`config.mk`:
```
export PLATFORM = sky130hd
export DESIGN_NAME = reservation_station
export DESIGN_NICKNAME = d
export VERILOG_FILES = /design/src/common/tomasulo_pkg.sv /design/src/rs/alu.sv /design/src/rs/reservation_station.sv
export VERILOG_INCLUDE_DIRS = /design/src /design/src/common
export SDC_FILE = /design/constraint.sdc
export NUM_CORES = 1
export LEC_CHECK = 0
export BUFFER_PORTS_ARGS = -buffer_cell sky130_fd_sc_hd__clkbuf_2
export CAP_MARGIN = 20
export CORE_MARGIN = 3
export CORE_UTILIZATION = 62
export DETAILED_ROUTE_END_ITERATION = 8
export PLACE_DENSITY = 0.81
export SETUP_SLACK_MARGIN = 0.1
export SYNTH_ARGS = -nofsm -noshare
export SYNTH_HDL_FRONTEND = slang
export SYNTH_HIERARCHICAL = 1
export SYNTH_SLANG_ARGS = --single-unit
```
`constraint.sdc`:
```
create_clock -name clk -period 8.3 [get_ports clk]
set_clock_uncertainty 0.05 [all_clocks]
set_input_delay 1.66 -clock clk [delete_from_list [all_inputs] [get_ports clk]]
set_output_delay 1.66 -clock clk [all_outputs]
set_load 0.02 [all_outputs]
```
`src/common/tomasulo_settings.svh`:
```
`ifndef TOMASULO_SETTINGS_SVH
`define TOMASULO_SETTINGS_SVH

// reorder buffer entries, a power of two
`define ROB_DEPTH 8

// entries in each reservation station
`define RS_DEPTH 4

// datapath width
`define XLEN 32

`endif

```
`src/common/tomasulo_pkg.sv`:
```
`include "tomasulo_settings.svh"

package tomasulo_pkg;

    // tag width follows the reorder buffer depth
    localparam int ROB_TAG_W = $clog2(`ROB_DEPTH);

    typedef logic [ROB_TAG_W-1:0] rob_tag_t;

    // major opcodes, register and immediate forms
    typedef enum logic [6:0] {
        OPC_OP     = 7'b0110011,
        OPC_OP_IMM = 7'b0010011
    } opcode_e;

    typedef enum logic [3:0] {
        ALU_ADD,
        ALU_SUB,
        ALU_SLL,
        ALU_SLT,
        ALU_SLTU,
        ALU_XOR,
        ALU_SRL,
        ALU_SRA,
        ALU_OR,
        ALU_AND
    } alu_op_e;

endpackage

```
`src/rs/alu.sv`:
```
`timescale 1ns/10ps
`include "tomasulo_settings.svh"

module alu (
    input  tomasulo_pkg::alu_op_e alu_op_i,
    input  logic [`XLEN-1:0]      a_i,
    input  logic [`XLEN-1:0]      b_i,
    output logic [`XLEN-1:0]      result_o
);
    import tomasulo_pkg::*;

    logic [4:0] shamt;

    assign shamt = b_i[4:0];

    always_comb begin
        case (alu_op_i)
            ALU_ADD:  result_o = a_i + b_i;
            ALU_SUB:  result_o = a_i - b_i;
            ALU_SLL:  result_o = a_i << shamt;
            ALU_SLT:  result_o = `XLEN'($signed(a_i) < $signed(b_i));
            ALU_SLTU: result_o = `XLEN'(a_i < b_i);
            ALU_XOR:  result_o = a_i ^ b_i;
            ALU_SRL:  result_o = a_i >> shamt;
            // arithmetic shift keeps the sign
            ALU_SRA:  result_o = `XLEN'($signed(a_i) >>> shamt);
            ALU_OR:   result_o = a_i | b_i;
            default:  result_o = a_i & b_i;
        endcase
    end

endmodule

```
`src/rs/reservation_station.sv`:
```
`timescale 1ns/10ps
`include "tomasulo_settings.svh"

module reservation_station (
    input  logic                   clk,
    input  logic                   reset_i,
    input  logic                   load_i,
    input  tomasulo_pkg::alu_op_e  alu_op_i,
    input  logic                   op_a_ready_i,
    input  logic [`XLEN-1:0]       op_a_value_i,
    input  tomasulo_pkg::rob_tag_t op_a_tag_i,
    input  logic                   op_b_ready_i,
    input  logic [`XLEN-1:0]       op_b_value_i,
    input  tomasulo_pkg::rob_tag_t op_b_tag_i,
    input  tomasulo_pkg::rob_tag_t dest_tag_i,
    input  logic                   cdb_valid_i,
    input  tomasulo_pkg::rob_tag_t cdb_tag_i,
    input  logic [`XLEN-1:0]       cdb_data_i,
    input  logic                   cdb_grant_i,
    output logic                   full_o,
    output logic                   cdb_req_o,
    output tomasulo_pkg::rob_tag_t result_tag_o,
    output logic [`XLEN-1:0]       result_data_o
);
    import tomasulo_pkg::*;

    localparam int DEPTH = `RS_DEPTH;
    localparam int AGE_W = $clog2(DEPTH);

    logic [DEPTH-1:0] valid_q;
    logic [DEPTH-1:0] a_rdy_q;
    logic [DEPTH-1:0] b_rdy_q;
    alu_op_e          op_q    [DEPTH];
    logic [`XLEN-1:0] a_val_q [DEPTH];
    logic [`XLEN-1:0] b_val_q [DEPTH];
    rob_tag_t         a_tag_q [DEPTH];
    rob_tag_t         b_tag_q [DEPTH];
    rob_tag_t         dest_q  [DEPTH];
    // age counts the younger entries still held
    logic [AGE_W-1:0] age_q   [DEPTH];

    logic [DEPTH-1:0] ready;
    logic [AGE_W-1:0] sel_idx;
    logic [AGE_W-1:0] free_idx;
    logic             fire;
    logic             res_valid_q;
    rob_tag_t         res_tag_q;
    logic [`XLEN-1:0] res_data_q;
    logic [`XLEN-1:0] alu_result;

    assign ready  = valid_q & a_rdy_q & b_rdy_q;
    assign full_o = &valid_q;

    // oldest ready entry has the largest age
    always_comb begin
        sel_idx = '0;
        for (int i = 0; i < DEPTH; i++) begin
            if (ready[i] && (!ready[sel_idx] || age_q[i] > age_q[sel_idx]))
                sel_idx = AGE_W'(i);
        end
    end

    always_comb begin
        free_idx = '0;
        for (int i = DEPTH - 1; i >= 0; i--) begin
            if (!valid_q[i])
                free_idx = AGE_W'(i);
        end
    end

    // result register frees up in its grant cycle
    assign fire = (|ready) && (!res_valid_q || cdb_grant_i);

    alu u_alu (
        .alu_op_i (op_q[sel_idx]),
        .a_i      (a_val_q[sel_idx]),
        .b_i      (b_val_q[sel_idx]),
        .result_o (alu_result)
    );

    //////////////////////////////////////////////////////////////////////
    // entry and result control
    //////////////////////////////////////////////////////////////////////
    always_ff @(posedge clk) begin
        if (reset_i) begin
            valid_q     <= '0;
            res_valid_q <= 1'b0;
        end else begin
            if (fire)
                valid_q[sel_idx] <= 1'b0;
            if (load_i)
                valid_q[free_idx] <= 1'b1;
            if (fire)
                res_valid_q <= 1'b1;
            else if (cdb_grant_i)
                res_valid_q <= 1'b0;
        end
    end

    always_ff @(posedge clk) begin
        for (int i = 0; i < DEPTH; i++) begin
            if (cdb_valid_i && valid_q[i] && !a_rdy_q[i] && a_tag_q[i] == cdb_tag_i) begin
                a_rdy_q[i] <= 1'b1;
                a_val_q[i] <= cdb_data_i;
            end
            if (cdb_valid_i && valid_q[i] && !b_rdy_q[i] && b_tag_q[i] == cdb_tag_i) begin
                b_rdy_q[i] <= 1'b1;
                b_val_q[i] <= cdb_data_i;
            end
            // older entries lose a younger one when it issues
            if (valid_q[i])
                age_q[i] <= age_q[i] + AGE_W'(load_i)
                            - AGE_W'(fire && age_q[i] > age_q[sel_idx]);
        end
        if (load_i) begin
            op_q[free_idx]    <= alu_op_i;
            a_rdy_q[free_idx] <= op_a_ready_i;
            a_val_q[free_idx] <= op_a_value_i;
            a_tag_q[free_idx] <= op_a_tag_i;
            b_rdy_q[free_idx] <= op_b_ready_i;
            b_val_q[free_idx] <= op_b_value_i;
            b_tag_q[free_idx] <= op_b_tag_i;
            dest_q[free_idx]  <= dest_tag_i;
            age_q[free_idx]   <= '0;
        end
        if (fire) begin
            res_tag_q  <= dest_q[sel_idx];
            res_data_q <= alu_result;
        end
    end

    assign cdb_req_o     = res_valid_q;
    assign result_tag_o  = res_tag_q;
    assign result_data_o = res_data_q;

    a_req_held: assert property (@(posedge clk) disable iff (reset_i)
        cdb_req_o && !cdb_grant_i |=> cdb_req_o && $stable(result_tag_o));

endmodule

```
; Word-level counts from Yosys, hierarchy flattened
; Memory sizes are Yosys's and may differ from the RTL's. A register that Yosys moved wholly into a read port is not among the register bits.
; Index checks and enable logic that the tools add are counted.
[word_totals]
mem_bits_rw = 316
in_bits = 119
output_inout_bits = 37
n_memories = 7
word_cells = 173
ff_bits = 45
[classes]
eq_ne = 16
magnitude_cmp = 15
n_addsub = 10
n_shift = 3
n_mux = 59
n_reduce_logical = 50
n_bitwise = 8
[mem_list]
columns = memory, words, word_bits, read_ports, rd_ports_with_merged_regs, write_ports, line_no
row1 = a_val_q, 4, 32, 1, 0, 5, reservation_station.sv:34  ; logic [`XLEN-1:0] a_val_q [DEPTH];
row2 = b_val_q, 4, 32, 1, 0, 5, reservation_station.sv:35  ; logic [`XLEN-1:0] b_val_q [DEPTH];
row3 = op_q, 4, 4, 1, 0, 1, reservation_station.sv:33  ; alu_op_e op_q [DEPTH];
row4 = a_tag_q, 4, 3, 4, 0, 1, reservation_station.sv:36  ; rob_tag_t a_tag_q [DEPTH];
row5 = b_tag_q, 4, 3, 4, 0, 1, reservation_station.sv:37  ; rob_tag_t b_tag_q [DEPTH];
row6 = dest_q, 4, 3, 1, 1, 1, reservation_station.sv:38  ; rob_tag_t dest_q [DEPTH];
row7 = +1 memories, n/a, n/a, n/a, n/a, n/a, n/a
[op_table]
columns = cell, n
row1 = 32-bit one-hot mux with 9 select lines, 1
row2 = 32-bit less-than comparator, 2
row3 = 1-bit 2-to-1 mux, 41
row4 = 32-bit adder, 1
row5 = 32-bit bitwise AND, 1
row6 = 32-bit bitwise OR, 1
row7 = 32-bit by 5-bit << shifter with 32-bit output, 1
row8 = 32-bit by 5-bit right shift with 32-bit output, 1
row9 = 32-bit by 5-bit >>> shifter with 32-bit output, 1
row10 = 32-bit subtractor, 1
row11 = 32-bit bitwise XOR, 1
row12 = 1-bit logical AND, 30
row13 = 3-bit equality test, 8
row14 = 4-bit 2-to-1 mux, 5
row15 = "4-bit by 3-bit equality test with 1-bit output, second input constant", 4
row16 = 2-bit greater-than comparator, 7
row17 = 4-bit bitwise AND, 3
row18 = 1-bit zero test, 12
row19 = 2-bit 2-to-1 mux, 6
row20 = "2-bit by 3-bit less-than comparator with 1-bit output, second input constant", 3
row21 = 2-bit by 1-bit adder with 2-bit output, 4
row22 = 4-bit bitwise mux, 2
row23 = "4-bit by 2-bit equality test with 1-bit output, second input constant", 2
row24 = 2-bit by 1-bit subtractor with 2-bit output, 4
row25 = 13 further kinds, 19

; Logic depth before layout (Yosys ltp)
[logic_depth]
depth_word = 28
ltp_mapped = 37
depth_no_buf = 30

; By module
; Netlist, hierarchy kept.
[modules_own_cells]
columns = module, area_per_inst_um2, seq_area_each_um2, n_inst, cells_each
row1 = reservation_station, 16487.1, 10720.3, 1, 1526
row2 = alu, 8698.3, 0.0, 1, 1258

; Worst setup path after synthesis
; Ideal clock, no wire load.
[synth_timing]
kind = flip-flop to flip-flop
start = memory age_q[0][1] (netlist bit)
end = register res_data_q[24], in the netlist result_data_o[24], data pin
path_slack_ps = 696
n_path_buf = 9
required_time_ps = 7994
setup_time_ps = 256
period_less_slack_ps = 7604
arrival_ps = 7297
stages_incl_launch_ff = 38
cell_sequence = dfxtp_1 -> inv_1 -> ha_1 -> nor2b_1 -> o21ai_2 -> a21o_4 -> buf_6 -> a21oi_1 -> ha_1 -> nor2b_1 -> o21ai_1 -> a21o_1 -> buf_2 -> buf_2 -> a21o_1 -> ha_1 -> nor2b_1 -> o21ai_1 -> (+2 left out) -> buf_2 -> a22oi_1 -> o21ai_0 -> inv_1 -> buf_2 -> buf_1 -> buf_2 -> ha_1 -> buf_2 -> o21bai_1 -> a2111oi_0 -> nor3_1 -> o21ai_1 -> o311a_1 -> o21a_1 -> o21ai_0 -> a31oi_1 -> o22a_1
[synth_rtl]
columns = element, line_no
row1 = "start, declared", reservation_station.sv:40  ; logic [AGE_W-1:0] age_q [DEPTH];
row2 = "end signal, assigned", reservation_station.sv:128  ; res_data_q <= alu_result;
row3 = "end, declared", reservation_station.sv:48  ; logic [`XLEN-1:0] res_data_q;

==> results.yml <==
status:
  status: "finished, final reports clean"
cts:
  cts-root-buf: "clkbuf_16"
  cts-htree-levels: 2
  ctsHoldBuffers: 0
  cts_tree: "done"
  clk_path_buf_depth: 3
  clock_sinks: 364
  insertion_delay_ps: 570
  numCtsBuffers: 38
  clkTransAtPathRegs_ps: 60
power_and_ir_drop:
  power_mw: 6.06
  peakVddDrop_mv: 0.310
  pwr-share-seq_pct: 36.2
  powerDensity_nw_per_um2: 217
  clkPwrFrac_pct: 28.4
  combPwrFrac_pct: 35.4
  p_int_mw: 3.84
  power.leakage_nw: 11.5
  switching_share_pct: 36.7
  switchingPower_mw: 2.23
timing:
  slew_viol_final: 0
  fin_crit_ps: 8170
  relSlewSlack_pct: 28.7
  setup_viol: 0
  tightest_slew_ps: 1060
  tns_ps: 0
  rsz0062_at_grt: "no"
  fmax_ghz: 0.122
  final-hold-violation-count: 0
  postLayoutSetupSlackWorst_ps: 134
  fin_crit_sh_pct: 98.4
layout:
  final_util_pct: 70.1
  stdcell_count: 3442
  drive_above_1_share_pct: 15.8
  nets: 3123
  area_growth_pct: 11.1
  fillCellCount: 2785
setup_path:
  path_common_cell: "ha_1"
  crit_path_end_kind: "register"
  cp_max_fo: 14
  cp_num_buf_inv: 4
  crit_path_start_kind: "register"
  crit_slowest_cell: "dfxtp_1"
  cp_top_family: "compound AO/OA/AOI/OAI gates"
  crit_required_ps: 8570
  crit_arrival_ps: 8430
  critPathMaxStageDelay_ps: 490
  path_class: "register to register"
detailed_routing:
  wl_per_cell_um: 28.5
  detail_route.vias_per_cell: 7.13
  vias: 24500
  drc: 0
  dr.pass1.iters: 8
  antenna_left: 0
  first_iter_violations: 3670
  drt-total-wl_mm: 98.0
die:
  die_area_um2: 43100
  ios: 156
  core-area_um2: 39900
  dieHeight_um: 208
  row_count: 73
  start_util_pct: 63.1
  die_w_um: 208
yosys:
  synth_edf_count: 343
  ys_ff_latch: 364
  synth.avg_cell_area_um2: 9.05
  synthFlopType: "edfxtp_1"
  synthArstFlopShare_pct: 0
  ys_seq_area_share_pct: 42.6
  syn_inst: 2784
  syn_area_um2: 25200
  yosysWarnings: 6
  synth_cell_type_count: 97
  synth_fp_nets: 3020
grt:
  antenna_found_initial: 1
  grt_pass1_wl_mm: 146
  grt_pass1_vias: 24100
  grt_max_degree: 79
  globalRouteOverflowTotal: 0
  grt_usage_pct: 43.8
place:
  place_ws_ps: 382
  placed_cells: 3367
  post-dp-hpwl_mm: 66.7
  gp_congestion: 1.07
  port_buffers: 155
flow_run:
  cap_violations: 0
worst_hold_path:
  worst_hold_path_type: "register to register"
[sequential cells by signal, indices dropped and copies added (netlist names)]
signal / flops
a_val_q: 128
b_val_q: 128
result_data_o: 32
op_q: 16
a_tag_q: 12
b_tag_q: 12
dest_q: 12
age_q: 8
a_rdy_q: 4
b_rdy_q: 4
valid_q: 4
result_tag_o: 3
cdb_req_o: 1
[synthesized netlist by cell type, types with 43 or more instances]
cell type,number,area share [%]
nand2_1,780,12
edfxtp_1,343,41
a21oi_1,187,3.7
nor2_1,154,2.3
o21ai_0,138,2.7
ha_1,115,5.7
inv_1,106,1.6
clkbuf_1,87,1.3
a22oi_1,81,2.4
buf_2,62,1.2
nand3_1,59,1.2
mux2i_1,46,1.8
mux4_2,43,3.8
[timing repair]
action	in CTS	in global routing
pin swaps	1	1
endpoints found under the setup margin	3	19
gates resized for setup	1	22
cloned	0	1
setup buffers	3	1
[power by group through the flow]
| stage | sequential, mW | combinational [mW] | clock [mW] |
|---|---|---|---|
| 6_report | 2.20 | 2.14 | 1.72 |
| 5_1_grt | 2.20 | 2.26 | 1.79 |
| 4_1_cts | 2.19 | 2.04 | 1.71 |
| 3_5_place_dp | 2.23 | 2.01 | 0 |
| 3_3_place_gp | 2.22 | 1.99 | 0 |
| 2_1_floorplan | 2.24 | 1.33 | 0 |
[cells by family (layout without fill, tap and decap cells)]
| kind of cell | count (synthesis) | count (layout) | synth area share, % |
|---|---|---|---|
| AND/OR/NAND/NOR | 1125 | 1125 | 18.5 |
| multiplexers | 111 | 111 | 6.69 |
| other | 0 | 1 | 0 |
| AO/OA/AOI/OAI | 712 | 712 | 19.3 |
| XOR/XNOR | 48 | 48 | 1.67 |
| buffers and inverters | 307 | 439 | 5.44 |
| flip-flops | 364 | 364 | 42.6 |
| adder cells (fa/ha/maj) | 117 | 117 | 5.87 |
[cell usage in the layout, fill, tap and decap left out, types with 23 or more instances in the layout]
| cell | n |
|---|---|
| mux2i_1 | 46 |
| mux4_2 | 43 |
| nand3_1 | 59 |
| a21oi_1 | 185 |
| clkbuf_16 | 40 |
| nand2_1 | 780 |
| nor2_1 | 153 |
| o211ai_1 | 23 |
| a21o_1 | 25 |
| clkbuf_2 | 155 |
| a22oi_1 | 81 |
| edfxtp_1 | 343 |
| a221o_1 | 26 |
| ha_1 | 114 |
| buf_4 | 98 |
| o21ai_0 | 127 |
| xor2_1 | 32 |
| inv_1 | 103 |
[through the flow]
stage	instance area [um^2]	hold WS (ps)
final	28000	454
after global routing	28000	501
after CTS	27900	448
after detailed placement	26600	438
after global placement	26600	425
after floorplan	25200	399
[tightest hold or removal path, cell delays in order, from the launching register on]
cell	delay (ps)
dfxtp_1	340
nand2_1	60
o21ai_0	60
[area by class of cell]
type,instances,area (um^2),area share [%]
well taps,525,657,2.35
multi-input cells,2113,13300,47.6
inverters,110,413,1.48
flip-flops and latches,364,10700,38.3
clock buffers,48,1010,3.61
diodes,1,2.50,0.00895
clock inverters,21,204,0.729
repair buffers,260,1660,5.92
[metal layers]
layer  global-route usage, %  wire length (um)  vias to the layer above
met1                    55.7             33800                    11400
met5                       0                13                        -
met2                    68.4             43800                     2263
met3                    11.5             13500                      531
met4                    24.6              6920                        2
li1                        -                 -                    10300
[final timing paths]
check,slack (ps),depth (start not counted),end,startpoint
worst max-delay path,130,31,result_data_o[31],age_q[0][1]
worst min-delay path,450,2,age_q[2][0],age_q[2][0]
worst max register to register,130,31,result_data_o[31],age_q[0][1]
worst min register to register,450,2,age_q[2][0],age_q[2][0]
Note: power is estimated with default switching activity, not from simulation.
