### src/common/tomasulo_settings.svh
`ifndef TOMASULO_SETTINGS_SVH
`define TOMASULO_SETTINGS_SVH

// reorder buffer entries, a power of two
`define ROB_DEPTH 8

// entries in each reservation station
`define RS_DEPTH 4

// datapath width
`define XLEN 32

`endif

### src/common/tomasulo_pkg.sv
`include "tomasulo_settings.svh"

package tomasulo_pkg;

    // tag width follows the reorder buffer depth
    localparam int ROB_TAG_W = $clog2(`ROB_DEPTH);

    typedef logic [ROB_TAG_W-1:0] rob_tag_t;

    // major opcodes, register and immediate forms
    typedef enum logic [6:0] {
        OPC_OP     = 7'b0110011,
        OPC_OP_IMM = 7'b0010011
    } opcode_e;

    typedef enum logic [3:0] {
        ALU_ADD,
        ALU_SUB,
        ALU_SLL,
        ALU_SLT,
        ALU_SLTU,
        ALU_XOR,
        ALU_SRL,
        ALU_SRA,
        ALU_OR,
        ALU_AND
    } alu_op_e;

endpackage

### src/rob/rob.sv
`timescale 1ns/10ps
`include "tomasulo_settings.svh"

module rob (
    input  logic                   clk,
    input  logic                   reset_i,
    input  logic                   alloc_i,
    input  logic [4:0]             alloc_rd_i,
    input  logic                   cdb_valid_i,
    input  tomasulo_pkg::rob_tag_t cdb_tag_i,
    input  logic [`XLEN-1:0]       cdb_data_i,
    input  tomasulo_pkg::rob_tag_t lookup_tag_a_i,
    input  tomasulo_pkg::rob_tag_t lookup_tag_b_i,
    output tomasulo_pkg::rob_tag_t tail_tag_o,
    output logic                   full_o,
    output logic                   done_a_o,
    output logic [`XLEN-1:0]       value_a_o,
    output logic                   done_b_o,
    output logic [`XLEN-1:0]       value_b_o,
    output logic                   commit_valid_o,
    output tomasulo_pkg::rob_tag_t commit_tag_o,
    output logic [4:0]             commit_rd_o,
    output logic [`XLEN-1:0]       commit_data_o
);
    import tomasulo_pkg::*;

    localparam int DEPTH = `ROB_DEPTH;

    rob_tag_t           head_q;
    rob_tag_t           tail_q;
    logic [ROB_TAG_W:0] count_q;
    logic [DEPTH-1:0]   done_q;
    logic [4:0]         rd_q    [DEPTH];
    logic [`XLEN-1:0]   value_q [DEPTH];

    //////////////////////////////////////////////////////////////////////
    // pointers, count and done bits
    //////////////////////////////////////////////////////////////////////
    always_ff @(posedge clk) begin
        if (reset_i) begin
            head_q  <= '0;
            tail_q  <= '0;
            count_q <= '0;
            done_q  <= '0;
        end else begin
            if (alloc_i) begin
                tail_q         <= tail_q + 1'b1;
                done_q[tail_q] <= 1'b0;
            end
            // broadcast marks the producing entry done
            if (cdb_valid_i)
                done_q[cdb_tag_i] <= 1'b1;
            if (commit_valid_o)
                head_q <= head_q + 1'b1;
            case ({alloc_i, commit_valid_o})
                2'b10:   count_q <= count_q + 1'b1;
                2'b01:   count_q <= count_q - 1'b1;
                default: count_q <= count_q;
            endcase
        end
    end

    always_ff @(posedge clk) begin
        if (alloc_i)
            rd_q[tail_q] <= alloc_rd_i;
        if (cdb_valid_i)
            value_q[cdb_tag_i] <= cdb_data_i;
    end

    assign tail_tag_o = tail_q;
    assign full_o     = (count_q == DEPTH[ROB_TAG_W:0]);

    // operand lookups for the register file
    assign done_a_o  = done_q[lookup_tag_a_i];
    assign value_a_o = value_q[lookup_tag_a_i];
    assign done_b_o  = done_q[lookup_tag_b_i];
    assign value_b_o = value_q[lookup_tag_b_i];

    // head retires once its result is in
    assign commit_valid_o = (count_q != '0) && done_q[head_q];
    assign commit_tag_o   = head_q;
    assign commit_rd_o    = rd_q[head_q];
    assign commit_data_o  = value_q[head_q];

    a_no_alloc_full: assert property (@(posedge clk) disable iff (reset_i)
        alloc_i |-> !full_o);

    a_commit_done: assert property (@(posedge clk) disable iff (reset_i)
        commit_valid_o |-> done_q[commit_tag_o]);

endmodule

### config.mk
export PLATFORM = sky130hd
export DESIGN_NAME = rob
export DESIGN_NICKNAME = d
export VERILOG_FILES = /design/src/common/tomasulo_pkg.sv /design/src/rob/rob.sv
export VERILOG_INCLUDE_DIRS = /design/src /design/src/common
export SDC_FILE = /design/constraint.sdc
export NUM_CORES = 1
export LEC_CHECK = 0
export BUFFER_PORTS_ARGS = -buffer_cell sky130_fd_sc_hd__buf_2
export CAP_MARGIN = 0
export CORE_UTILIZATION = 64
export CTS_CLUSTER_SIZE = 24
export DETAILED_ROUTE_END_ITERATION = 10
export GPL_TIMING_DRIVEN = 0
export PLACE_DENSITY_LB_ADDON = 0.25
export SYNTH_ARGS = -nofsm -noshare
export SYNTH_HDL_FRONTEND = slang
export SYNTH_SLANG_ARGS = --single-unit
### constraint.sdc
create_clock -name clk -period 8.57 [get_ports clk]
set_clock_uncertainty 0.05 [all_clocks]
set_input_delay 1.2855 -clock clk [delete_from_list [all_inputs] [get_ports clk]]
set_output_delay 1.2855 -clock clk [all_outputs]
set_load 0.02 [all_outputs]
# Yosys cells after proc, flatten, opt, wreduce, memory -nomap -nowiden
# Memories as Yosys holds them, arrays and structs flattened. A register that Yosys moved wholly into a read port is not among the register bits.
# Index checks and enable logic that the tools add are counted.
# classes
order_cmp,7
muxes,22
eq_ne,3
shift,0
mul,0
addsub,4
n_reduce_logical,5
div_mod_pow,0
n_bitwise,3
# op_table
cell,count
8-bit two-way mux,3
3-bit by 4-bit less-than comparator with 1-bit output (second input constant),5
3-bit two-way mux,4
1-bit binary-select mux with 3-bit select,3
1-bit two-way mux,9
8-bit AND,1
8-bit NOT,1
8-bit OR,1
4-bit case mux with 2 select lines,1
3-bit by 1-bit adder with 3-bit output (second input constant),2
1-bit demux with 3-bit select,2
3-bit by 1-bit greater-or-equal comparator with 1-bit output (second input constant),2
4-bit by 1-bit adder with 4-bit output (second input constant),1
4-bit equality test (second input constant),1
4-bit nonzero test,1
4-bit by 1-bit subtractor with 4-bit output (second input constant),1
1-bit logical AND,3
2-bit by 1-bit equality test with 1-bit output (second input constant),1
2-bit equality test (second input constant),1
2-bit nonzero test,1
# word_totals
in_bits,50
latch_bits,0
reg_bits,18
wordCells,50
output_inout_bits,111
ramBits,296
n_memories,2
mem_bits_ro,0
# mem_list
name,words,width,read_ports,rd_ports_with_merged_regs,write_ports,line_no,source
value_q,8,32,3,1,1,rob.sv:34,logic [`XLEN-1:0] value_q [DEPTH];
rd_q,8,5,1,1,1,rob.sv:33,logic [4:0] rd_q [DEPTH];

# Depth between registers and ports, before layout
# Gate-level depths: netlist of run 1.
# depth
ltp_word,10
mapped_depth,11
depth_no_buf,10

# Least setup slack after synthesis of run 1
# OpenSTA, ideal clock, no wires.
# synth_path
path_kind,input to register
from,in cdb_tag_i[0]
to,"mem value_q[0][0] (netlist bit), enable pin"
arrival_ps,3720
path_buffers,0
slack_ps,4336
t_required_ps,8056
setup_time_ps,464
path_stages,2
path_cell_list,nand2b_1 nor3_1
# synth_rtl
item,line_no,source
start: declaration,rob.sv:10,"input tomasulo_pkg::rob_tag_t cdb_tag_i,"
end: declaration,rob.sv:34,
# No word-level cell before the write port.

# Final worst setup path of run 1
# layout_path
from,in lookup_tag_b_i[1]
to,out value_b_o[31]
# layout_via
elab_chain_cells,1
# layout_lines
item,line_no,source
start: declaration,rob.sv:13,"input tomasulo_pkg::rob_tag_t lookup_tag_b_i,"
memory read 8 x 32 bit,-,
end: declaration,rob.sv:19,"output logic [`XLEN-1:0] value_b_o,"
# No other way between the ends.

==> reports/results.tsv, run 1 <==
metric	value	unit
clock network fraction of design power	37.6	%
I/O pin total	161	
combinational cell fraction of total power	12.7	%
Max clock buf depth	3	
register share of total power	49.6	%
leakage	6.30	nW
Final Instance Area	18800	µm²
WL met3	3810	µm
Worst setup EP type	primary output	
post_cts resized	0	
DR DRC count	0	
Clk Latency, worst-skew pair	0.50	ns
number of buffers created by CTS	34	
CP max-delay cell	clkbuf_1	
area delta synth->final	15.4	%
Placed Area	17700	µm²
CTS Root Cell	clkbuf_16	
Max transition margin	34.2	%
peak fanout along the critical path	10	
DR top layer	met5	
Non-Filler Instances	1347	
Vias	9614	
Die W	161	µm
MaxCap Viol Count	0	
met2 WL	20800	µm
CP startpoint kind	input pin	
Yosys top cell area share	54.7	%
Starting Density	66.0	%
Initial DRT Pass Iterations	8	
unrepaired setup endpoints after global routing	false	
P_sw	0.840	mW
clock transition at the register clock pins on the worst setup and hold paths after CTS	0.06	ns
yosys warns	0	
count of final setup violators	0	
Nets	1054	
first-pass GRT wire length	59500	µm
vias in the first global route	9909	
Crit path top cell by count	buf_2	
CP top delay family	buffers and inverters	
Worst Tran Pin Value	0.984	ns
Rows	57	
period utilization	52.0	%
total global routing overflow	0	
Via density	7.14	
Synth Instances	796	
synthesized cell area	16200	µm²
dominant cell type by area after synthesis	edfxtp_1	
GPL Wtd Cong	0.795	
clock tree sinks	317	
Routed Antenna Nets	0	
largest net degree at the start of global routing	22	
Post-Route M1 WL	14400	µm
CP Data Arrival Time	3.12	ns
final wirelength	40400	µm
Setup Fix Bufs, Post-CTS	0	
DP HPWL	26500	µm
CTS H-Tree Depth	2	
WP data required	7.23	ns
hold-fix buffers at CTS	0	
Area contributors post-synth	edfxtp_1 55%, mux4_2 27%, mux2_2 7.4%, dfxtp_1 2.6%, mux4_1 1.9%	
Int Pwr	2.75	mW
Syn Area/Cell	20.4	µm²
Seq cells post-synth	317	
syn nets	851	
layout cells sized above 1	54.8	%
chip height	161	µm
Yosys cell types	41	
All-Layer GR Usage	31.8	%
CTS tree	yes	
P per Cell Area	191	nW/µm²
cell-by-cell trace of the critical path	clkbuf_1, buf_2, mux4_2, mux2_2, buf_2	
final hold vios	0	
sequential area share after synthesis	57.3	%
Crit path buffers/inverters	3	
TNS Setup	0	ns
initial antenna violation count	4	
fmax	224	MHz
worst-case vdd ir drop	180	µV
Min-Delay Path Class	flop to flop	
die area	26000	µm²
sw frac	23.4	%
PortBufs	153	
Core Area	24600	µm²
slowest stage delay, CP	0.52	ns
status	finished, final reports clean	
Avg WL per Cell	30.0	µm
Final Max Tran Viols	0	
fin crit period	4.46	ns
Initial DRC Count	1009	
Crit Path Category	input pin to primary output	
Post-Place Cells	1287	
==> routing by layer <==
layer	track usage, %	up-vias
li1	-	3883
met1	42.2	4929
met2	53.2	689
met3	5.75	111
met4	12.5	2
met5	0	-
==> cell families (layout without fill, tap and decap cells) <==
| kind of cell | after synthesis | in the layout | synth area share [%] |
|---|---|---|---|
| multiplexers | 320 | 320 | 36.7 |
| AO/OA/AOI/OAI | 21 | 21 | 0.786 |
| XOR/XNOR | 5 | 5 | 0.269 |
| AND/OR/NAND/NOR | 57 | 57 | 1.79 |
| buffers and inverters | 71 | 295 | 2.79 |
| other | 0 | 3 | 0 |
| adder cells (fa/ha/maj) | 5 | 5 | 0.385 |
| flip-flops | 317 | 317 | 57.3 |
==> cell usage after synthesis <==
library cell	instances
buf_4	1
o311ai_1	1
buf_2	16
nor2_1	22
nor4_1	1
mux4_2	194
clkbuf_1	20
mux2_1	2
mux2_2	107
nor2b_1	8
o22ai_1	1
a31o_2	1
mux4_1	12
or3_1	1
buf_6	13
nor3b_1	1
or2_1	1
o41ai_1	1
nor3_1	2
nand3b_1	1
mux2i_1	5
ha_1	5
nor3_4	1
inv_1	10
o21a_1	1
buf_12	4
nand2_1	8
buf_1	7
o21ai_0	4
nor4b_1	1
xnor2_1	1
nand3_1	4
o2bb2ai_1	1
edfxtp_1	296
xor2_1	4
nand2b_1	4
a21oi_1	10
and3b_1	1
o221ai_1	1
and3_1	1
dfxtp_1	21
==> per-stage QoR <==
stage | worst slack, ns | total power [mW] | hold WS, ns | utilization, %
after floorplan | 4.34 | 2.11 | 0.434 | -
after global placement | 1.59 | 2.24 | 0.467 | 70.8
after global routing | 4.09 | 3.68 | 0.533 | 76.2
after detailed placement | 4.15 | 2.26 | 0.493 | 72.0
after CTS | 4.13 | 3.59 | 0.508 | 76.2
final | 4.11 | 3.59 | 0.510 | 76.2
==> power groups by stage <==
stage	combinational, mW	clock, mW	sequential (mW)
after floorplan	0.310	0	1.80
after global placement	0.437	0	1.81
after detailed placement	0.454	0	1.81
after CTS	0.458	1.36	1.78
after global routing	0.479	1.41	1.78
final	0.457	1.35	1.78
==> layout by cell type (no fill, tap or decap), types with 6 or more instances in the layout <==
cell,synthesis,layout
nor2b_1,8,8
mux2_2,107,107
edfxtp_1,296,296
clkbuf_1,20,25
nor2_1,22,16
buf_1,7,7
nand2_1,8,8
inv_1,10,10
buf_6,13,20
mux4_2,194,194
a21oi_1,10,10
buf_2,16,169
dfxtp_1,21,21
mux4_1,12,12
clkbuf_16,0,35
nor2_4,0,6
==> final cells by class <==
cell class	instances	area (µm²)
fillers	1369	5850
repair buffers	167	1010
clock inverters	12	60.1
multi-input cells	408	6540
flip-flops and latches	317	9310
diodes	3	7.51
plain buffers	61	415
inverters	10	37.5
well taps	324	405
clock buffers	45	963
==> worst min-delay path: stages (launching register included) <==
cell	delay, ns
dfxtp_1	0.34
a21oi_1	0.13
nor2_1	0.05
==> path summary, 6_finish.rpt <==
check | from | endpoint | slack, ns | cells after the start
worst max-delay path | lookup_tag_b_i[1] | value_b_o[31] | 4.11 | 5
worst min-delay path | done_q[0] | done_q[0] | 0.51 | 2
worst max register to register | count_q[1] | count_q[2] | 5.86 | 11
worst min register to register | done_q[0] | done_q[0] | 0.51 | 2
==> flip-flops by register name, indices dropped and copies added, names as in the netlist, named ones only <==
| signal | count |
|---|---|
| value_q | 256 |
| rd_q | 40 |
| done_q | 8 |
| count_q | 4 |
| commit_tag_o | 3 |
| tail_tag_o | 3 |
Power figures use the tool's default switching activity.
==> inputs of run 2 (changes only) <==
- CORE_UTILIZATION: 64 -> 60
- clock period: 8.57 -> 4.3 ns (I/O delays scaled with it)
==> run 2 against run 1 <==
The run now ends with DRC left. Clock power increased by 99%. Critical path type is now flop to primary output. Sequential power increased by 99%. Largest power group unchanged. Via count decreased by 2.2%. Final cell count increased by 0.74%.
==> reports/results.tsv, run 2 (synthesized netlist as in run 1, its figures left out) <==
metric	value	unit	change
CTS Root Cell	clkbuf_16		unchanged
slowest stage delay, CP	0.78	ns	was 0.52 ns
area delta synth->final	15.3	%	was 15.4%
Final Max Tran Viols	0		unchanged
Nets	1055		was 1054
biggest regs	value_q (256), rd_q (40), done_q (8)		unchanged
die area	27700	µm²	was 26000 µm²
Crit Path Category	flop to primary output		was input pin to primary output
DR DRC count	12		was 0
Core Area	26300	µm²	was 24600 µm²
unrepaired setup endpoints after global routing	false		unchanged
CP top delay family	buffers and inverters		unchanged
peak fanout along the critical path	10		unchanged
count of final setup violators	0		unchanged
fillers	1563		was 1369
Core Util, Final	71.3	%	was 76.2%
Avg WL per Cell	29.0	µm	was 30.0 µm
cell-by-cell trace of the critical path	clkbuf_1, clkbuf_1, mux2_2, buf_2		was clkbuf_1, buf_2, mux4_2, mux2_2, buf_2
number of buffers created by CTS	35		was 34
total power	7.14	mW	was 3.59 mW
Vias	9401		was 9614
period utilization	79.4	%	
Max transition margin	34.9	%	was 34.2%
vias in the first global route	9711		was 9909
Worst Tran Pin Value	0.971	ns	was 0.984 ns
Setup Fix Bufs, Post-CTS	0		unchanged
M1 GR Usage	39.5	%	was 42.2%
clock tree sinks	317		unchanged
final wirelength	39300	µm	was 40400 µm
MaxCap Viol Count	0		unchanged
commonest cells after routing, fill and taps aside	296 x edfxtp_1, 194 x mux4_2, 169 x buf_2		unchanged
Max clock buf depth	3		unchanged
TNS Setup	0	ns	unchanged
hold-fix buffers at CTS	0		unchanged
Starting Density	61.8	%	was 66.0%
layout cells sized above 1	54.8	%	unchanged
I/O pin total	161		unchanged
fin crit period	3.41	ns	
CP startpoint kind	flop		was input pin
commonest non-fill, non-tap cell in the layout	edfxtp_1		unchanged
fmax	293	MHz	
initial antenna violation count	3		was 4
WP data required	3.61	ns	was 7.23 ns
Crit path buffers/inverters	3		unchanged
chip height	167	µm	was 161 µm
Post-Place Cells	1298		was 1287
CTS tree	yes		unchanged
Placed Area	17700	µm²	about the same
Non-Filler Instances	1357		was 1347
first-pass GRT wire length	59300	µm	was 59500 µm
grt peak-use layer	met2		unchanged
Die W	167	µm	was 161 µm
FF-to-FF path depth	11		unchanged
P per Cell Area	381	nW/µm²	was 191 nW/µm²
DP HPWL	26000	µm	was 26500 µm
worst r2r src	count_q[1]		unchanged
Clk Latency, worst-skew pair	0.50	ns	about the same
total global routing overflow	0		unchanged
Final Instance Area	18700	µm²	was 18800 µm²
M2 GR Usage	48.4	%	was 53.2%
PortBufs	153		unchanged
CP Data Arrival Time	2.72	ns	was 3.12 ns
Min-Delay Path Class	input pin to flop		was flop to flop
leakage	6.29	nW	was 6.30 nW
Worst Hold Path EP	value_q[5][27]		was done_q[0]
Initial DRC Count	1012		was 1009
Initial DRT Pass Iterations	8		unchanged
Worst setup EP type	primary output		unchanged
worst-case vdd ir drop	365	µV	was 180 µV
status	finished, violations left		was finished, final reports clean
Crit path top cell by count	clkbuf_1		was buf_2
Routed Antenna Nets	0		unchanged
Largest register FFs	256		unchanged
hold depth	1		was 2
final hold vios	0		unchanged
met3 GRT Util	5.80	%	was 5.75%
CP max-delay cell	clkbuf_1		unchanged
r2r endpoint	count_q[2]		unchanged
GPL Wtd Cong	0.774		was 0.795
clock transition at the register clock pins on the worst setup and hold paths after CTS	0.06	ns	about the same
All-Layer GR Usage	29.3	%	was 31.8%
Via density	6.93		was 7.14
hold path startpoint	cdb_data_i[27]		was done_q[0]
post_cts resized	0		unchanged
largest net degree at the start of global routing	22		unchanged
CTS H-Tree Depth	2		unchanged
most flop-heavy register	value_q		unchanged
reg2reg setup slack	1.66	ns	was 5.86 ns
failing checks	DRC		
Rows	59		was 57
run 2: cell types whose count changed in the layout (fill, tap and decap cells not counted), sizes merged:
| cell | before | now |
|---|---|---|
| diode | 3 | 2 |
| clkinv | 10 | 9 |
| inv | 11 | 12 |
run 2: layout make-up:
cell class / instances / area (µm²) / share of cell area [%]
antenna: 2 / 5.00 / 0.0267
buffer: 61 / 415 / 2.22
clock buffer: 45 / 955 / 5.09
clock inverter: 12 / 72.6 / 0.387
inverter: 10 / 37.5 / 0.200
multi-input combinational: 408 / 6540 / 34.9
sequential: 317 / 9310 / 49.7
tap: 335 / 419 / 2.24
timing repair buffer: 167 / 983 / 5.25
run 2: how the worst max path moves through the flow:
stage / endpoint / cells past startpoint
6_report: commit_data_o[15] / 4
5_1_grt: commit_data_o[15] / 4
4_1_cts: commit_data_o[15] / 4
3_5_place_dp: value_a_o[3] / 5
3_3_place_gp: value_q[1][27] / 3
2_1_floorplan: value_q[0][0] / 2
run 2: stage by stage:
stage | hold slack, ns | worst slack, ns
floorplan | 0.434 | 0.706
global placement | 0.483 | -1.92
detailed placement | 0.490 | 1.13
CTS | 0.341 | 0.907
global route | 0.355 | 0.838
finish | 0.362 | 0.886
run 2: metal layers:
metal / up-vias / wire length, µm
met2: 545 / 19700
met3: 93 / 3510
met1: 4878 / 14900
met5: - / 17
li1: 3883 / -
met4: 2 / 1170
run 2: power by group:
group | switching, mW | internal, mW
clock | 1.13 | 1.57
sequential | 0.0645 | 3.48
combinational | 0.479 | 0.425
