--- config.mk ---
export PLATFORM = sky130hd
export DESIGN_NAME = cdb_arbiter
export DESIGN_NICKNAME = d
export VERILOG_FILES = /design/src/common/tomasulo_pkg.sv /design/src/cdb_arbiter.sv
export VERILOG_INCLUDE_DIRS = /design/src /design/src/common
export SDC_FILE = /design/constraint.sdc
export NUM_CORES = 1
export LEC_CHECK = 0
export ABC_CLOCK_PERIOD_IN_PS = 1700
export BUFFER_PORTS_ARGS = -buffer_cell sky130_fd_sc_hd__buf_2
export CORE_MARGIN = 10
export CORE_UTILIZATION = 27
export DETAILED_ROUTE_END_ITERATION = 16
export PLACE_DENSITY = 0.79
export SYNTH_ARGS = -nofsm -noshare
export SYNTH_HDL_FRONTEND = slang
export SYNTH_SLANG_ARGS = --single-unit
--- constraint.sdc ---
create_clock -name clk -period 1.7 [get_ports clk]
set_input_delay 0.34 -clock clk [delete_from_list [all_inputs] [get_ports clk]]
set_output_delay 0.34 -clock clk [all_outputs]
set_load 0.005 [all_outputs]
--- src/common/tomasulo_settings.svh ---
`ifndef TOMASULO_SETTINGS_SVH
`define TOMASULO_SETTINGS_SVH

// reorder buffer entries, a power of two
`define ROB_DEPTH 8

// entries in each reservation station
`define RS_DEPTH 4

// datapath width
`define XLEN 32

`endif

--- src/common/tomasulo_pkg.sv ---
`include "tomasulo_settings.svh"

package tomasulo_pkg;

    // tag width follows the reorder buffer depth
    localparam int ROB_TAG_W = $clog2(`ROB_DEPTH);

    typedef logic [ROB_TAG_W-1:0] rob_tag_t;

    // major opcodes, register and immediate forms
    typedef enum logic [6:0] {
        OPC_OP     = 7'b0110011,
        OPC_OP_IMM = 7'b0010011
    } opcode_e;

    typedef enum logic [3:0] {
        ALU_ADD,
        ALU_SUB,
        ALU_SLL,
        ALU_SLT,
        ALU_SLTU,
        ALU_XOR,
        ALU_SRL,
        ALU_SRA,
        ALU_OR,
        ALU_AND
    } alu_op_e;

endpackage

--- src/cdb_arbiter.sv ---
`timescale 1ns/10ps
`include "tomasulo_settings.svh"

module cdb_arbiter (
    input  logic                   clk,
    input  logic                   reset_i,
    input  logic [1:0]             req_i,
    input  tomasulo_pkg::rob_tag_t tag_a_i,
    input  logic [`XLEN-1:0]       data_a_i,
    input  tomasulo_pkg::rob_tag_t tag_b_i,
    input  logic [`XLEN-1:0]       data_b_i,
    output logic [1:0]             grant_o,
    output logic                   cdb_valid_o,
    output tomasulo_pkg::rob_tag_t cdb_tag_o,
    output logic [`XLEN-1:0]       cdb_data_o
);

    // station granted most recently
    logic last_q;

    // on a tie the other station wins
    always_comb begin
        if (&req_i)
            grant_o = last_q ? 2'b01 : 2'b10;
        else
            grant_o = req_i;
    end

    always_ff @(posedge clk) begin
        if (reset_i)
            last_q <= 1'b1;
        else if (|req_i)
            last_q <= grant_o[1];
    end

    assign cdb_valid_o = |req_i;
    assign cdb_tag_o   = grant_o[1] ? tag_b_i : tag_a_i;
    assign cdb_data_o  = grant_o[1] ? data_b_i : data_a_i;

    a_grant_onehot: assert property (@(posedge clk) disable iff (reset_i)
        $onehot0(grant_o));

endmodule

# After elaboration in Yosys (flattened, before gate mapping)
# Index checks and enable logic that the tools add are counted.
totals:
  reg_bits: 1
  ram_bits: 0
  output_inout_bits: 38
  romBits: 0
  memories: 0
  latchBits: 0
op_classes:
  bitwise_logic: 0
  magnitude_cmp: 0
  eq_ne: 0
  n_div: 0
  mul: 0
  mux: 4
  n_reduce_logical: 2
  n_shift: 0
  n_addsub: 0
op_table:
  columns: ["cell", "n"]
  rows:
  - ["2-to-1 mux 32 bit", 1]
  - ["2-to-1 mux 2 bit", 2]
  - ["2-to-1 mux 3 bit", 1]
  - ["AND reduction 2 bit", 1]
  - ["OR reduction 2 bit", 1]

# Longest topological paths before layout
# Gate-level depths: netlist of the first run.
depth:
  ltp_word: 3
  ltp_mapped: 4

# Least setup slack after synthesis of the first run
# OpenSTA, ideal clock, no wires.
synth_path:
  path_kind: "input-to-output"
  startpoint: "input req_i[1]"
  endpoint: "output cdb_data_o[10]"
  arrival_ps: 1087
  t_required_ps: 1360
  path_stages: 4
  setup_slack_ps: 273
  cell_sequence: "a21boi_2 -> buf_6 -> buf_12 -> mux2_4"
synth_between:
  elab_chain_cells: 3
synth_rtl:
  columns: ["element", "line_no", "rtl"]
  rows:
  - ["from (decl)", "cdb_arbiter.sv:7", "input logic [1:0] req_i,"]
  - ["AND reduction 2 bit", "cdb_arbiter.sv:23", "if (&req_i)"]
  - ["2-to-1 mux 2 bit (*)", "cdb_arbiter.sv:23", null]
  - ["2-to-1 mux 32 bit (*)", "cdb_arbiter.sv:38", "assign cdb_data_o = grant_o[1] ? data_b_i : data_a_i;"]
  - ["to (decl)", "cdb_arbiter.sv:15", "output logic [`XLEN-1:0] cdb_data_o"]
# Every way passes the cells marked *; elsewhere a longest branch is shown, timed or not.

# Worst setup path after layout of the first run
layout_path:
  startpoint: "input req_i[1]"
  endpoint: "output cdb_data_o[31]"
# Same word-level chain as after synthesis.

==> results of run 1 <==
-- layer usage --
layer	global-route usage, %	vias up
li1	-	408
met1	8.79	374
met2	22.9	56
met3	5.64	0
met4	0	0
met5	0	-
-- cells in the final DEF (no fill, tap or decap) --
cell / Yosys / final
buf_2: 0 / 103
mux2_4: 29 / 31
buf_6: 1 / 9
mux2_2: 6 / 4
clkbuf_16: 0 / 3
buf_12: 3 / 3
or2_2: 2 / 2
a21boi_4: 0 / 1
inv_1: 1 / 1
a21boi_0: 1 / 1
nand2_1: 1 / 1
a21o_1: 1 / 1
dfxtp_1: 1 / 1
buf_4: 0 / 1
-- final timing paths --
check	start	to	slack [ns]	depth (start not counted)
worst max register to register	last_q$_SDFFE_PP1P_	last_q$_SDFFE_PP1P_	0.77	2
worst max-delay path	req_i[1]	cdb_data_o[31]	0.02	6
worst min-delay path	reset_i	last_q$_SDFFE_PP1P_	0.52	2
worst min register to register	last_q$_SDFFE_PP1P_	last_q$_SDFFE_PP1P_	0.54	2
-- where the power goes --
group / leakage (uW) / switching, uW / total (uW) / internal [uW]
registers: 0.00000834 / 2.49 / 28.2 / 25.7
clock network: 0 / 0 / 0 / 0
logic: 0.000809 / 130 / 408 / 279
-- cell families after synthesis --
kind of cell / count (synthesis)
mux: 35
buf+inv: 5
compound gates: 3
simple gates: 3
flops: 1
-- area by class of cell --
cell class / instances / area (um^2) / share of cell area, %
Timing Repair Buffer: 119 / 759 / 55.1
Multi-Input combinational cell: 41 / 561 / 40.7
Tap cell: 28 / 35.0 / 2.54
Sequential cell: 1 / 20.0 / 1.45
Inverter: 1 / 3.75 / 0.272
-- what timing repair did --
action / in CTS / in global routing
cloned: 0 / 4
setup buffers: 0 / 1
gates resized for setup: 3 / 12
endpoints found under the setup margin: 14 / 35
pin swaps: 0 / 1
hold buffers: 0 / 0
-- through the flow --
| step | setup TNS [ns] | setup WS, ns | power (uW) | util, % | instance area, um^2 |
|---|---|---|---|---|---|
| final | 0 | 0.0162 | 437 | 61.7 | 1380 |
| after global routing | -0.00844 | -0.00683 | 469 | 61.7 | 1380 |
| after CTS | -0.0597 | -0.0169 | 381 | 54.3 | 1210 |
| after detailed placement | -0.287 | -0.0233 | 376 | 53.8 | 1200 |
| after global placement | 0 | 0.00664 | 365 | 53.8 | 1200 |
| after floorplan | 0 | 0.273 | 215 | - | 641 |
==> results.ini, run 1 <==
[run_status]
status = complete, no violations

[logic_synthesis]
synth_edf_count = 0
synth_top_family_by_area = multiplexers
syn_area_per_cell_um2 = 13.6
yosysMostFrequentCell = mux2_4
synthMuxAreaShare_pct = 78.5
synth_cell_type_count = 11
synth_area_leader_cell = mux2_4
netlist_top_cells_count = mux2_4 (29), mux2_2 (6), buf_12 (3)
ys_top_cells_by_area = mux2_4 (68%), mux2_2 (11%), buf_12 (9.4%)
synth_compound_area_share_pct = 4.10
syn_inst = 47
synth_xor_area_share_pct = 0
synth-async-reset-ratio_pct = 0
ys_seq_area_share_pct = 3.13
yosysTopAreaCellShare_pct = 68.0
ys_ff_latch = 1
synth.yosys.warnings = 0
synthAdderAreaFrac_pct = 0
synth_area_um2 = 641
synth_flop_cell = dfxtp_1
synth_fp_nets = 121
synth_simple_gate_area_share_pct = 2.54

[worst_setup_path]
start_kind = input pin
crit_fanout = 6
cpMaxStageDelayCell = mux2_4
cp.required_ns = 1.36
cp_cell_sequence = buf_6 -> a21boi_4 -> buf_12 -> clkbuf_16 -> mux2_4 -> buf_6
max_stage_delay_ns = 0.31
crit_family = buffers and inverters
cp_data_arrival_time_ns = 1.34
end_kind = primary output
critical_path.most_common_cell = buf_6
crit_type = in -> out
cp_num_buf_inv = 4

[timing]
holdWs_ns = 0.517
hold_viol = 0
tightest_slew_ns = 0.185
relSlewSlack_pct = 87.7
post-route-period-util_pct = 99.0
skew_ns = 0
finalMaxSlewViolations = 0
setup_viol = 0
period_needed_ns = 1.68
clock.fmax_ghz = 0.594

[grt]
grt-ovfl-total = 0
grt_pass1_wl_um = 4220
grt_max_degree = 25
antenna_found_initial = 0
grt_pass1_vias = 974
track_usage_pct = 10.7

[final_layout]
fillers = 195
top_regs = last_q (1)
largest_reg_flops = 1
max_flop_register = last_q
area_growth_pct = 115
final_cells = 190
antennaDiodeCount = 0
fin_nets = 238
drive_gt1_share_pct = 96.9

[power]
p_leak_uw = 0.000817
vdd_drop_max_mv = 0.197
power_density_nw_per_um2 = 317

[die]
io_pins = 112
die_h_um = 68.7
die_w_um = 68.7
core_um2 = 2230
initial_utilization_pct = 28.7
fp-row-count = 17
dieArea_um2 = 4720

[detailed_routing]
drt_iter0_drc = 10
wl_per_cell_um = 17.5
maxUsedRoutingLayer = met3
met2_length_um = 1810
antenna_left = 0
avgViaCountPerCell = 4.41
drcViolationCount = 0
route.met3.wl_um = 550
first_pass_iters = 2
vias = 838
wirelength_um = 3320
wl_met1_um = 954

[place]
dpl.cell_count = 185
dpl.hpwl_um = 2900
portBuffers = 111
finalWeightedCongestion = 0.748

[job]
cap_violations = 0

[worst_hold_path]
hold_path_class = in -> reg

[clock_network]
clkTransAtPathRegs_ns = 0
insertion_delay_ns = 0

Power figures use the tool's default switching activity.
==> run 2: changes to the inputs <==
Settings changed: BUFFER_PORTS_ARGS -buffer_cell sky130_fd_sc_hd__buf_2 to unset, CORE_UTILIZATION 27 to 45, DONT_BUFFER_PORTS set to 1, PLACE_DENSITY 0.79 to 0.58, SLEW_MARGIN set to 20.
==> run 2 against run 1 <==
Via count fell by 48%. Combinational power fell by 50%. Sequential cell count did not move. Global-route usage rose by 4.1 points. Sequential power barely moved. Core utilization fell by 13 points. Largest cell class is now multi-input combinational cells. Highest routed layer unchanged.
==> results.ini, run 2 (synthesized netlist as in run 1, its figures left out) <==
[run_status]
status = complete, no violations

[final_layout]
top_regs = last_q (1)
layout_commonest_cell = mux2_4
antennaDiodeCount = 0  ; unchanged
area_growth_pct = -0.781
drive_gt1_share_pct = 88.9  ; -8.0 points
fin_area_um2 = 636  ; -54%
layout_common_cells = mux2_4 (29), mux2_2 (6), or2_2 (2), buf_12 (2)
max_flop_register = last_q
fin_nets = 121  ; -49%
fin_util_pct = 48.2  ; -13 points
largest_reg_flops = 1  ; unchanged

[worst_setup_path]
cp.required_ns = 1.36  ; about the same
crit_type = in -> out
cp_data_arrival_time_ns = 1.20  ; -0.14 ns
critPathLaunch = req_i[1]
end_kind = primary output
r2r_start = last_q$_SDFFE_PP1P_
start_kind = input pin
crit_fanout = 23  ; +17
cp_cell_sequence = a21boi_4 -> buf_12 -> mux2_2
cpMaxStageDelayCell = mux2_2
max_stage_delay_ns = 0.38  ; +0.07 ns

[clock_network]
cts_resized = 0  ; -3
cts_setup_buffers = 0  ; unchanged
clkTransAtPathRegs_ns = 0  ; unchanged
insertion_delay_ns = 0  ; unchanged
ctsHoldBuffers = 0  ; unchanged

[power]
intPower_uw = 150  ; -51%
vdd_drop_max_mv = 0.218  ; +11%
p_leak_uw = 0.000301  ; -63%
seq_power_share_pct = 12.1  ; +5.6 points
p_clk_share_pct = 0  ; unchanged
p_sw_share_pct = 35.2  ; +4.9 points
combPwrFrac_pct = 87.9  ; -5.6 points
power_density_nw_per_um2 = 364  ; +15%
power_switching_uw = 81.4  ; -38%
power_uw = 231  ; -47%

[grt]
grt_max_degree = 24  ; -4.0%
grt-ovfl-total = 0  ; unchanged
grt_pass1_vias = 520  ; -47%
track_usage_pct = 14.9  ; +4.1 points
grt_pass1_wl_um = 3930  ; -6.9%
antenna_found_initial = 0  ; unchanged

[timing]
finalMaxSlewViolations = 0  ; unchanged
clock.fmax_ghz = 0.649  ; +9.3%
fin_setup_tns_ns = 0  ; unchanged
hold_viol = 0  ; unchanged
rsz0062_at_grt = no
period_needed_ns = 1.54  ; -0.144 ns
tightest_slew_ns = 0.269  ; +0.0844 ns
setup_viol = 0  ; unchanged
post-route-period-util_pct = 90.6  ; -8.5 points
relSlewSlack_pct = 81.9  ; -5.8 points
skew_ns = 0  ; unchanged

[die]
dieArea_um2 = 3330  ; -29%
fp-row-count = 13  ; -4
die_h_um = 57.7  ; -16%
initial_utilization_pct = 48.6  ; +20 points
core_um2 = 1320  ; -41%
io_pins = 112  ; unchanged
die_w_um = 57.7  ; -16%

[detailed_routing]
drt_iter0_drc = 9  ; -1
wirelength_um = 2880  ; -13%
first_pass_iters = 4  ; +2
vias = 436  ; -48%
antenna_left = 0  ; unchanged
wl_per_cell_um = 48.0  ; +170%
avgViaCountPerCell = 7.27  ; +65%
drcViolationCount = 0  ; unchanged

[worst_hold_path]
hold_path_class = in -> reg
min_from = reset_i

[place]
postPlaceCellArea_um2 = 636  ; -47%
portBuffers = 0  ; -100%
finalWeightedCongestion = 0.783  ; +4.7%

[job]
cap_violations = 0  ; unchanged

-- run 2: changes by cell type in the layout (fill, tap and decap cells not counted) --
cell       before  now
buf_12          3    2
buf_2         103    0
buf_4           1    0
buf_6           9    0
clkbuf_16       3    0
mux2_2          4    6
mux2_4         31   29
-- run 2: final cells by class --
cell class | count | area (um^2)
Fill cell | 103 | 682
Multi-Input combinational cell | 41 | 553
Timing Repair Buffer | 2 | 40.0
Sequential cell | 1 | 20.0
Tap cell | 15 | 18.8
Inverter | 1 | 3.75
-- run 2: routing by layer --
layer  up-vias  GRT usage (%)  share of wire, %
met5         -              0                 0
met4         0              0                 0
met3         0           13.3                23
met2        81           27.9                48
met1       185           11.9                28
li1        170              -                 -
-- run 2: critical path: cells and delay by family --
family	cells	cell delay (ns)
AO/OA/AOI/OAI	1	0.24
buffers and inverters	1	0.23
multiplexers	1	0.38
-- run 2: through the flow --
step / cells / setup slack [ns] / hold slack (ns)
after floorplan: 47 / 0.273 / 0.426
after global placement: 60 / 0.186 / 0.427
after detailed placement: 60 / 0.150 / 0.432
after CTS: 60 / 0.152 / 0.432
after global routing: 60 / 0.122 / 0.446
final: 60 / 0.160 / 0.432
-- run 2: worst paths after layout --
kind | cells past startpoint | end | slack, ns
setup / recovery | 3 | cdb_tag_o[1] | 0.16
hold / removal | 1 | last_q$_SDFFE_PP1P_ | 0.43
setup reg to reg | 2 | last_q$_SDFFE_PP1P_ | 0.78
hold reg to reg | 2 | last_q$_SDFFE_PP1P_ | 0.53
-- run 2: power by group through the flow --
stage          Sequential (uW)  Clock, uW  Combinational [uW]
2_1_floorplan             27.2          0                 188
3_3_place_gp              27.8          0                 207
3_5_place_dp              28.1          0                 209
4_1_cts                   28.1          0                 209
5_1_grt                   28.2          0                 219
6_report                  28.0          0                 203
==> run 3: changes to the inputs <==
Settings changed: CORE_AREA set to 2 2 44 46, CORE_MARGIN 10 to unset, CORE_UTILIZATION 45 to unset, DIE_AREA set to 0 0 46 48, PLACE_DENSITY 0.58 to 0.49.
==> run 3 against run 2 <==
Power is 4.2% lower. Register-to-register slack about the same. Hold slack better by 0.0052 ns. Sequential cell count is the same. Global-route usage decreased by 1.5 points. Sequential share of layout area barely moved. Design area is 0.39% higher.
==> results.ini, run 3 (synthesized netlist as in run 1, its figures left out) <==
[worst_setup_path]
crit_type = in -> out
end_kind = primary output
cpMaxStageDelayCell = mux2_2
cp_cell_sequence = a21boi_4 -> buf_12 -> mux2_2
crit_fanout = 24  ; +4.3%
reg2reg_depth = 2  ; unchanged
r2r_start = last_q$_SDFFE_PP1P_
critPathLaunch = req_i[1]
cp.required_ns = 1.36  ; about the same
max_stage_delay_ns = 0.38  ; about the same
cp_data_arrival_time_ns = 1.17  ; -0.03 ns
start_kind = input pin

[job]
cap_violations = 0  ; unchanged

[final_layout]
fillers = 154  ; +50%
layout_common_cells = mux2_4 (29), mux2_2 (6), or2_2 (2), buf_12 (2)
top_regs = last_q (1)
area_growth_pct = -0.391
max_flop_register = last_q
fin_nets = 121  ; unchanged
layout_commonest_cell = mux2_4
antennaDiodeCount = 0  ; unchanged
largest_reg_flops = 1  ; unchanged
drive_gt1_share_pct = 88.9  ; unchanged

[die]
dieArea_um2 = 2210  ; -34%
fp-row-count = 15  ; +2
core_um2 = 1690  ; +28%
die_w_um = 46  ; -20%
die_h_um = 48  ; -17%
io_pins = 112  ; unchanged
initial_utilization_pct = 37.9  ; -11 points

[timing]
relSlewSlack_pct = 83.8  ; +1.9 points
skew_ns = 0  ; unchanged
holdWs_ns = 0.437  ; +0.00518 ns
tightest_slew_ns = 0.240  ; -0.0290 ns
hold_viol = 0  ; unchanged
rsz0062_at_grt = no
fin_setup_tns_ns = 0  ; unchanged
clock.fmax_ghz = 0.661  ; +1.8%
setup_viol = 0  ; unchanged
post-route-period-util_pct = 89.0  ; -1.6 points
period_needed_ns = 1.51  ; -0.0274 ns
finalMaxSlewViolations = 0  ; unchanged

[power]
p_leak_uw = 0.000301  ; unchanged
vdd_drop_max_mv = 0.244  ; +12%
power_uw = 222  ; -4.2%
power_density_nw_per_um2 = 348  ; -4.6%

[worst_hold_path]
holdPathStages = 1  ; unchanged
min_from = reset_i
hold_path_class = in -> reg

[detailed_routing]
antenna_left = 0  ; unchanged
wirelength_um = 1930  ; -33%
met2_length_um = 1190  ; -15%
vias = 422  ; -3.2%
first_pass_iters = 2  ; -2
route.met3.wl_um = 264  ; -60%
wl_met1_um = 470  ; -42%
maxUsedRoutingLayer = met3
avgViaCountPerCell = 6.81  ; -6.3%
wl_per_cell_um = 31.1  ; -35%
drt_iter0_drc = 1  ; -8
drcViolationCount = 0  ; unchanged

[clock_network]
cts_setup_buffers = 0  ; unchanged
clkTransAtPathRegs_ns = 0  ; unchanged
cts_resized = 0  ; unchanged
insertion_delay_ns = 0  ; unchanged
ctsHoldBuffers = 0  ; unchanged

[place]
finalWeightedCongestion = 0.658  ; -16%
portBuffers = 0  ; unchanged

[run_status]
status = complete, no violations

[grt]
grt_pass1_vias = 429  ; -18%
grt_max_degree = 25  ; +4.2%
antenna_found_initial = 0  ; unchanged
track_usage_pct = 13.3  ; -1.5 points
grt_pass1_wl_um = 2100  ; -46%
grt-ovfl-total = 0  ; unchanged

==> run 3: cell counts in the layout (fill, tap and decap cells not counted) <==
No cell type changed its count.
==> run 3: cell type report <==
type / count / area [um^2] / area share [%]
flip-flops and latches: 1 / 20.0 / 3.14
repair buffers: 2 / 40.0 / 6.27
multi-input cells: 41 / 553 / 86.7
well taps: 17 / 21.3 / 3.33
inverters: 1 / 3.75 / 0.588
==> run 3: report_power, final <==
| part | internal, uW | total (uW) | switching (uW) |
|---|---|---|---|
| logic | 124 | 194 | 70.1 |
| registers | 25.7 | 28.0 | 2.24 |
| clock network | 0 | 0 | 0 |
==> run 3: worst max-delay path, delay by kind of cell <==
family | cells | cell delay [ns]
muxes | 1 | 0.38
AOI/OAI and AO/OA | 1 | 0.22
buffers and inverters | 1 | 0.23
==> run 3: metal layers <==
metal | vias to the layer above | global-route usage, %
li1 | 171 | -
met3 | 0 | 2.26
met4 | 0 | 0
met5 | - | 0
met2 | 66 | 33.3
met1 | 185 | 10.2
==> run 3: path summary, 6_finish.rpt <==
check / end / slack (ns)
max: cdb_tag_o[0] / 0.19
min: last_q$_SDFFE_PP1P_ / 0.44
max reg2reg: last_q$_SDFFE_PP1P_ / 0.78
min reg2reg: last_q$_SDFFE_PP1P_ / 0.53
==> run 3: metrics by stage <==
step                cells  setup WS [ns]  util, %  area [um^2]
finish                 62          0.188     37.8          638
global route           62          0.164     37.8          638
floorplan              47          0.273        -          641
CTS                    62          0.182     37.8          638
global placement       62          0.215     37.8          638
detailed placement     62          0.181     37.8          638
